**src/logic/rast_pkg.sv**
```systemverilog
`default_nettype none

package rast_pkg;

    // Fixed-point format, 24 integer bits and 8 fraction bits
    localparam int FRAC_BITS = 8;

    typedef logic signed [31:0] fixed_t;

    // One whole pixel in fixed point
    localparam fixed_t ONE_PIXEL = 1 << FRAC_BITS;

    // Columns at or beyond this are clipped
    localparam int SCREEN_WIDTH = 640;

    // Credits granted by the pixel consumer after reset
    localparam int CREDITS_MAX = 4;

    // Vertex in screen space plus depth
    typedef struct packed {
        fixed_t x;
        fixed_t y;
        fixed_t z;
    } vertex_t;

    // Running edge position; y limits are already ceiled
    typedef struct packed {
        fixed_t x;
        fixed_t z;
        fixed_t y_lo;
        fixed_t y_hi;
    } edge_pos_t;

    // One row of the triangle, left edge first
    typedef struct packed {
        fixed_t y;
        fixed_t left_x;
        fixed_t left_z;
        fixed_t right_x;
        fixed_t right_z;
    } span_t;

    // Output pixel, x and y on whole-pixel boundaries
    typedef struct packed {
        fixed_t x;
        fixed_t y;
        fixed_t z;
    } pixel_t;

endpackage

`default_nettype wire

```
**src/logic/scan_ctrl.sv**
```systemverilog
`timescale 1ns/1ps
`default_nettype none

module scan_ctrl import rast_pkg::*; (
    input  logic      CLK,
    input  logic      RESET,
    input  logic      start,
    input  logic      setup_ok,
    input  logic      culled,
    input  logic      span_done,
    input  edge_pos_t e_low,
    input  edge_pos_t e_high,
    input  edge_pos_t e_long,
    output logic      edge_load,
    output logic      step_low,
    output logic      step_high,
    output logic      step_long,
    output logic      span_go,
    output span_t     span,
    output logic      done
);

    typedef enum logic [3:0] {
        S_IDLE,
        S_SETUP,
        S_LOAD,
        S_LOW_INIT,
        S_LOW_ROW,
        S_LOW_WAIT,
        S_HIGH_INIT,
        S_HIGH_ROW,
        S_HIGH_WAIT,
        S_DONE
    } state_t;

    state_t state;
    fixed_t y_cnt;

    logic      in_high;
    edge_pos_t short_e, left_e, right_e;
    fixed_t    row_end;

    always_comb begin
        in_high = (state == S_HIGH_ROW) || (state == S_HIGH_WAIT);

        // Short edge pairs with the long edge in either half
        short_e = in_high ? e_high : e_low;
        row_end = in_high ? e_high.y_hi : e_low.y_hi;

        if (short_e.x <= e_long.x) begin
            left_e  = short_e;
            right_e = e_long;
        end else begin
            left_e  = e_long;
            right_e = short_e;
        end

        span.y       = y_cnt;
        span.left_x  = left_e.x;
        span.left_z  = left_e.z;
        span.right_x = right_e.x;
        span.right_z = right_e.z;

        edge_load = (state == S_LOAD);
        span_go   = ((state == S_LOW_ROW) || (state == S_HIGH_ROW)) && (y_cnt < row_end);
        step_low  = (state == S_LOW_WAIT) && span_done;
        step_high = (state == S_HIGH_WAIT) && span_done;
        step_long = step_low || step_high;
        done      = (state == S_DONE);
    end

    always_ff @(posedge CLK) begin
        if (RESET) begin
            state <= S_IDLE;
            y_cnt <= '0;
        end else begin
            case (state)
                S_IDLE: begin
                    if (start) begin
                        state <= S_SETUP;
                    end
                end
                S_SETUP: begin
                    if (culled) begin
                        state <= S_DONE;
                    end else if (setup_ok) begin
                        state <= S_LOAD;
                    end
                end
                S_LOAD:  state <= S_LOW_INIT;
                // Edge positions are valid here
                S_LOW_INIT: begin
                    y_cnt <= e_low.y_lo;
                    state <= S_LOW_ROW;
                end
                S_LOW_ROW: begin
                    state <= span_go ? S_LOW_WAIT : S_HIGH_INIT;
                end
                S_LOW_WAIT: begin
                    if (span_done) begin
                        y_cnt <= y_cnt + ONE_PIXEL;
                        state <= S_LOW_ROW;
                    end
                end
                S_HIGH_INIT: begin
                    y_cnt <= e_high.y_lo;
                    state <= S_HIGH_ROW;
                end
                S_HIGH_ROW: begin
                    state <= span_go ? S_HIGH_WAIT : S_DONE;
                end
                S_HIGH_WAIT: begin
                    if (span_done) begin
                        y_cnt <= y_cnt + ONE_PIXEL;
                        state <= S_HIGH_ROW;
                    end
                end
                S_DONE: begin
                    if (!start) begin
                        state <= S_IDLE;
                    end
                end
                default: state <= S_IDLE;
            endcase
        end
    end

endmodule

`default_nettype wire

```
**config.mk**
```make
export PLATFORM = sky130hd
export DESIGN_NAME = scan_ctrl
export DESIGN_NICKNAME = d
export VERILOG_FILES = /design/src/logic/rast_pkg.sv /design/src/logic/scan_ctrl.sv
export SDC_FILE = /design/constraint.sdc
export NUM_CORES = 1
export LEC_CHECK = 0
export ABC_CLOCK_PERIOD_IN_PS = 4500
export BUFFER_PORTS_ARGS = -buffer_cell sky130_fd_sc_hd__buf_2
export CORE_AREA = 2 2 215 217
export CTS_CLUSTER_SIZE = 8
export DETAILED_ROUTE_END_ITERATION = 16
export DIE_AREA = 0 0 217 219
export PLACE_DENSITY_LB_ADDON = 0.1
export SETUP_SLACK_MARGIN = 0.15
export SYNTH_ARGS = -nofsm -noshare
export SYNTH_HDL_FRONTEND = slang
export SYNTH_SLANG_ARGS = --single-unit
export TNS_END_PERCENT = 1
```
**constraint.sdc**
```tcl
create_clock -name CLK -period 4.5 [get_ports CLK]
set_input_delay 0 -clock CLK [delete_from_list [all_inputs] [get_ports CLK]]
set_output_delay 0 -clock CLK [all_outputs]
set_load 0.05 [all_outputs]
```
### Word level (Yosys, flattened, before mapping)

Index checks and enable logic that the tools add are counted.

* register bits: 36
* latch bits: 0
* RAM bits: 0
* bits in read-only memories: 0
* bits of input ports: 390
* output and inout bits: 166
* memories kept: 0

* add/subtract/negate cells: 1
* $mul: 0
* divide/modulo/power cells: 0
* magnitude comparators: 2
* equality and inequality tests: 15
* shift operators: 0
* multiplexer cells: 15
* bitwise logic cells: 0
* reduce and logical (&&, ||, !) cells: 11

Operator list (number)
* $mux W128: 3
* $pmux W32 S3: 1
* $mux W32: 2
* $pmux W4 S10: 1
* $add A32 B10 Y32 const B: 1
* $le A32 B32 Y1: 1
* $lt A32 B32 Y1: 1
* $mux W4: 6
* $eq A4 B3 Y1 const B: 4
* $eq A4 B2 Y1 const B: 2
* $eq A4 B4 Y1 const B: 2
* $ne A2 B2 Y1 const B: 4
* $reduce_and A5 Y1: 1
* $eq A4 B1 Y1 const B: 1
* $logic_not A4 Y1: 1
* $logic_and A1 B1 Y1: 3
* $logic_or A1 B1 Y1: 3
* $ne A3 B3 Y1 const B: 1
* $reduce_bool A3 Y1: 1
* $mux W2: 1
* $ne A2 B1 Y1 const B: 1
* $reduce_and A2 Y1: 1
* $reduce_or A2 Y1: 1
* $mux W1: 1

### Depth between registers and ports, before layout

Gate-level depths: netlist of run 1.

* word-level depth: 7
* depth in mapped cells: 16
* gate-level depth less buffers: 12

### Least setup slack after synthesis of run 1

OpenSTA, ideal clock, no wires.

* kind: reg2out
* from: register state[2]
* to: output port span_go
* arrival: 4589 ps
* required time: 4500 ps
* setup slack: -89 ps
* cell stages (with the launch flop): 16
* cells stage by stage: dfxtp_1 -> clkbuf_1 -> nor4b_1 -> o21bai_1 -> buf_2 -> buf_2 -> buf_2 -> mux2i_1 -> ha_1 -> nand3_1 -> nor4_1 -> nand4_1 -> a2111oi_2 -> or3_1 -> o21ai_1 -> nor3_1

* longest elaborated chain between the ends: 5

Ends and longest elaborated chain
* from (decl): RTL line scan_ctrl.sv:36 `state_t state;`
* from (signal assigned): RTL line scan_ctrl.sv:97 `state <= span_go ? S_LOW_WAIT : S_HIGH_INIT;`
* from (signal assigned): RTL line scan_ctrl.sv:110 `state <= span_go ? S_HIGH_WAIT : S_DONE;`
* $eq A4 B3 Y1 / $eq A4 B4 Y1 (equally long branches): RTL line scan_ctrl.sv:44, scan_ctrl.sv:65
* $logic_or A1 B1 Y1: RTL line scan_ctrl.sv:44 `in_high = (state == S_HIGH_ROW) || (state == S_HIGH_WAIT);`
* $mux W32: RTL line scan_ctrl.sv:48 `row_end = in_high ? e_high.y_hi : e_low.y_hi;`
* $lt A32 B32 Y1: RTL line scan_ctrl.sv:65 `span_go = ((state == S_LOW_ROW) || (state == S_HIGH_ROW)) && (y_cnt < row_end);`
* $logic_and A1 B1 Y1 *: RTL line scan_ctrl.sv:65
* to (decl): RTL line scan_ctrl.sv:18 `output logic span_go,`

Mark *: on every way between the ends. The rest lies on a longest branch, timed or not.

==> flow_metrics.tcl, run 1 <==
set metrics [dict create \
    status "complete, no violations" \
    setup_viol 0 \
    preCtsSetupSlack_ps -98.8 \
    period_share_pct 97.8 \
    groute.usage.overall_pct 14.3 \
    drt_iter0_markers 346 \
    peakVddDrop_uv 175 \
    drv_cap 0 \
    ctsLongestPathBuffers 2 \
    multi_input_area_sq_mm 0.00600 \
    holdPathStages 4 \
    ctsHtreeMaxLevel 2 \
    synth_edf_count 0 \
    syn_area_sq_mm 0.00654 \
    die_w_um 217 \
    synth_common_cells "110 x mux2_1, 82 x mux2_2, 64 x ha_1, 64 x nor2_1, 48 x a21oi_1" \
    io_buffers 491 \
    hold_violations 0 \
    skew_ps 10.2 \
    end_kind "primary output" \
    chipHeight_um 219 \
    io_pins 556 \
    cp.required_ps 4500 \
    async_flop_share_pct 0 \
    synth_cells 787 \
    synthTopCellsByArea "mux2_1 19%, mux2_2 14%, ha_1 12%" \
    avgViaCountPerCell 4.24 \
    seq_area_sq_um 724 \
    die_area_sq_mm 0.0475 \
    drive_gt1_share_pct 57.3 \
    fmax_ghz 0.227 \
    tightest_slew_ps 1160 \
    period_needed_ps 4400 \
    hold_path.startpoint "e_low[59]" \
    syn_to_final_growth_pct 78.8 \
    dp_hpwl_um 30100 \
    path_clk_slew_ps 70 \
    setup_slack_ps 96.9 \
    critical_path.max_fanout 10 \
    r2r_end "state[1]" \
    grt_overflow_total 0 \
    p_per_area_mw_per_mm2 422 \
    fin_cells 1891 \
    place_congestion 0.795 \
    cts-root-buf "clkbuf_16" \
    yosysTopAreaCell "mux2_1" \
    slew_headroom_pct 22.9 \
    r2r_cells 14 \
    nFillCells 4991 \
    synth_ff_type "dfxtp_1" \
    grt_pass1_vias 8231 \
    ys_warn_count 0 \
    cp-start-kind "flop" \
    hold_buffers 0 \
    r2r-start "state[1]" \
    core_area_sq_mm 0.0451 \
    hold_end "y_cnt[27]" \
    ys_seq_area_share_pct 11.0 \
    synth_most_common_cell "mux2_1" \
    post-place-cells 1862 \
    wl_um 37900 \
    drtPass1Iterations 4 \
    hold_path.class "primary input to flop" \
    vias 8025 \
    synth-seq-cells 36 \
    routedWlPerCell_um 20.1 \
    clock_sinks 36 \
    antenna_found_initial 6 \
    fin_nets 1742 \
    ant_nets 0 \
    slew_violations 0 \
    initial_core_util_pct 14.5 \
    yosysUniqueCellTypes 58 \
    cts_buffers 5 \
    clkLatencyLatePin_ps 300 \
    synth_nets 1241 \
    r2r_slack_ps 780 \
    post-layout-total-power_mw 4.93 \
    cts_tree "built" \
    grt_pass1_wl_um 51500 \
    worstPathArrival_ps 4400 \
    grt_start_max_net_pins 37 \
    whs_ps 75.6 \
    rsz0062_at_grt "true" \
    synth_area_per_cell_sq_um 8.30 \
    remaining_drc_errors 0 \
    p_leak_nw 5.51 \
    rows 78 \
    path_class "flop to primary output" \
    synth_top_area_share_pct 19.0 \
]
-- metal layers --
metal	global-route usage [%]	routed length (um)
met1	19.2	17100
met2	24.7	18700
met3	1.98	1710
met4	2.12	351
met5	0	16
-- worst max-delay path: stages, from the launching register on --
cell	delay (ps)
dfxtp_2	340
nor4b_4	280
o21bai_4	170
buf_12	140
buf_12	130
buf_12	140
mux2_2	380
ha_4	280
nand2_1	60
nor3_2	160
nand4_1	190
o41a_1	360
o21ai_2	100
mux2i_4	360
buf_6	190
buf_12	140
clkbuf_16	160
mux2_1	340
buf_6	160
-- state kept, by name, indices dropped and copies added (netlist names) --
name and cells:
state 4, y_cnt 32
-- timing repair --
| item | in CTS | in global routing |
|---|---|---|
| setup endpoints to repair | 130 | 129 |
| endpoints found under the hold margin | 0 | 0 |
| gates cloned | 3 | 3 |
| setup buffers | 9 | 4 |
| pin swaps | 6 | 13 |
| gates resized for setup | 59 | 415 |
-- logic make-up (layout without fill, tap and decap cells) --
kind of cell    count (synthesis)  count (layout)  synth area share, %
compound gates                180             180                 18.2
flops                          36              36                 11.0
other cells                     0               2                    0
simple gates                  190             190                 13.9
mux                           225             225                 38.1
fa+ha+maj                      64              64                 12.3
xor+xnor                        3               3                0.402
buf+inv                        89             591                 6.05
-- worst max-delay path by stage --
stage | from | to | depth (start not counted)
6_report | state[1] | span[3] | 18
5_1_grt | state[1] | span[19] | 18
4_1_cts | state[0] | span[69] | 18
3_5_place_dp | state[3] | span[18] | 16
3_3_place_gp | state[2] | span[18] | 16
2_1_floorplan | state[2] | span_go | 15
-- layout make-up --
class                      count  share of cell area, %
multi-input combinational    662                   51.3
tap                          600                   6.42
antenna                        2                 0.0428
inverter                      39                   1.25
clock buffer                   5                   1.07
timing repair buffer         544                   33.5
sequential                    36                   6.20
clock inverter                 3                  0.161
-- stage by stage --
step	TNS, ps	area, sq um	utilization, %
after floorplan	0	6540	-
after global placement	-3140	9870	21.9
after detailed placement	-4170	9870	21.9
after CTS	0	10400	23.0
after global routing	-344	11700	25.9
final	0	11700	25.9
-- power by group --
group / internal, mW / switching, mW / total, mW
clock network: 0.205 / 0.171 / 0.376
logic: 1.66 / 2.40 / 4.06
registers: 0.378 / 0.110 / 0.487
-- cells in the final DEF (no fill, tap or decap), types with 33 or more instances in the layout --
master   synthesis  layout
a21oi_1         48      47
nor2_1          64      61
o21ai_0         34      33
buf_2           10     380
mux2_2          82      61
mux2_4           0      86
buf_6            0     108
mux2_1         110      45
ha_1            64      55
nand2_1         40      40
inv_1           39      39
dfxtp_1         36      33
(Power assumes the default switching activity.)
==> run 2, diff against run 1 <==
--- a/config.mk
+++ b/config.mk
@@ -11,7 +11,7 @@
 export CTS_CLUSTER_SIZE = 8
 export DETAILED_ROUTE_END_ITERATION = 16
 export DIE_AREA = 0 0 217 219
-export PLACE_DENSITY_LB_ADDON = 0.1
+export PLACE_DENSITY_LB_ADDON = 0.08
 export SETUP_SLACK_MARGIN = 0.15
 export SYNTH_ARGS = -nofsm -noshare
 export SYNTH_HDL_FRONTEND = slang
==> run 2 against run 1 <==
Against the previous run: sequential power is 1% lower; clock power shrank 2%; fmax increased by 0.44%.
==> flow_metrics.tcl, run 2 (synthesis results as in run 1) <==
set metrics [dict create \
    status "complete, no violations" \
    chipHeight_um 219 \
    place_congestion 0.774 \
    fmax_ghz 0.228 \
    rsz0062_at_grt "true" \
    drtPass1Iterations 5 \
    cts-root-buf "clkbuf_16" \
    p_per_area_mw_per_mm2 427 \
    hold_path.class "primary input to flop" \
    die_w_um 217 \
    ctsLongestPathBuffers 2 \
    syn_to_final_growth_pct 88.6 \
    worstPathArrival_ps 4380 \
    p_leak_nw 5.84 \
    r2r_cells 16 \
    wl_um 38100 \
    clkLatencyLatePin_ps 290 \
    largest_register_ffs 32 \
    startpoint "state[2]" \
    grt_start_max_net_pins 37 \
    clock_sinks 36 \
    io_buffers 491 \
    final_cell_mix "362 x buf_2, 119 x mux2_4, 84 x buf_8" \
    die_area_sq_mm 0.0475 \
    grt_overflow_total 0 \
    rows 78 \
    post-layout-total-power_mw 5.27 \
    cp-start-kind "flop" \
    period_needed_ps 4380 \
    final_common_cell "buf_2" \
    initial_core_util_pct 14.5 \
    top_regs "y_cnt (32), state (4)" \
    peakVddDrop_uv 192 \
    path_cells "nor4b_4 -> o21bai_4 -> buf_12 -> buf_12 -> buf_12 -> mux2_2 -> ha_1 -> nand3_1 -> nor2_1 -> a2111oi_0 -> o41a_1 -> o21ai_2 -> mux2i_4 -> buf_12 -> clkbuf_16 -> buf_4 -> mux2_2 -> buf_6" \
    core_area_sq_mm 0.0451 \
    slew_violations 0 \
    cp_slowest_cell "o41a_1" \
    drv_cap 0 \
    groute.usage.overall_pct 14.5 \
    tightest_slew_ps 1120 \
    setup_viol 0 \
    fin_cells 1901 \
    vias 8089 \
    ctsHtreeMaxLevel 2 \
    crit_top_cell "buf_12" \
    regMostFlops "y_cnt" \
    hold_violations 0 \
    routedWlPerCell_um 20.0 \
    cp.required_ps 4500 \
    holdPathStages 5 \
    endpoint "span[85]" \
    grt_pass1_wl_um 52600 \
    r2r_end "state[1]" \
    period_share_pct 97.4 \
    r2r_slack_ps 740 \
    io_pins 556 \
    ant_nets 0 \
    hold_buffers 0 \
    cts_tree "built" \
    path_class "flop to primary output" \
    critical_path.max_fanout 8 \
    tns_ps 0 \
    grt_use_met1_pct 19.0 \
    grt_pass1_vias 8180 \
    skew_ps 14.4 \
    r2r-start "state[2]" \
    drive_gt1_share_pct 59.8 \
    grt.busiest_layer "met2" \
    use_met3_pct 2.98 \
    antenna_found_initial 3 \
    use_met2_pct 25.0 \
    max_stage_delay_ps 450 \
    end_kind "primary output" \
    cts_buffers 5 \
    path_clk_slew_ps 70 \
    fin_nets 1750 \
    dp_hpwl_um 30200 \
    post-place-cells 1865 \
    slew_headroom_pct 25.7 \
    remaining_drc_errors 0 \
    drt_iter0_markers 379 \
    avgViaCountPerCell 4.26 \
]
==> run 2: changes by cell type in the layout (fill, tap and decap cells not counted), sizes merged <==
cell and change:
buf +7, bufbuf -2, clkbuf +3, diode +2
==> run 2: area by class of cell <==
cell class	instances	area [sq um]
clock buffers	5	125
well taps	600	751
flip-flops and latches	36	723
repair buffers	552	4440
fillers	4970	32800
clock inverters	3	18.8
inverters	39	146
multi-input cells	662	6110
diodes	4	10.0
==> run 2: stage by stage <==
stage | utilization [%] | area [sq um] | setup slack, ps | hold slack (ps)
6_report | 27.3 | 12300 | 116 | 78.0
5_1_grt | 27.3 | 12300 | -46.8 | 102
2_1_floorplan | - | 6540 | 321 | 253
4_1_cts | 24.9 | 11200 | 26.4 | 73.5
3_3_place_gp | 21.9 | 9880 | 91.0 | 381
3_5_place_dp | 21.9 | 9880 | 24.0 | 384
==> run 2: worst max-delay path: cells and delay by family, from the launching register on <==
family	cells	cell delay, ps
AOI/OAI and AO/OA	4	840
adders and majority gates	1	310
buffers and inverters	7	1030
DFF	1	340
muxes	3	990
and+or+nand+nor	3	560
==> run 2: where the power goes <==
part | internal [mW] | switching, mW
combinational | 1.94 | 2.48
sequential | 0.378 | 0.104
clock | 0.205 | 0.165
total | 2.52 | 2.75
==> run 2: repair_timing <==
action / 4_1_cts / 5_1_grt
gates cloned: 3 / 6
gates resized for setup: 307 / 227
setup buffers: 8 / 7
setup endpoints to repair: 130 / 129
pin swaps: 1 / 11
==> run 2: how the worst min path moves through the flow <==
stage                          from        end
after global placement    e_low[54]  y_cnt[22]
after CTS                 e_low[33]   y_cnt[1]
after detailed placement  e_low[54]  y_cnt[22]
after global routing      e_low[52]  y_cnt[20]
final                     e_low[54]  y_cnt[22]
after floorplan           e_low[52]  y_cnt[20]
==> run 2: layer usage <==
| layer | vias to the layer above | share of wire, % |
|---|---|---|
| li1 | 3996 | - |
| met1 | 3835 | 44 |
| met4 | 2 | 0.61 |
| met3 | 10 | 5.9 |
| met5 | - | 0.034 |
| met2 | 246 | 49 |
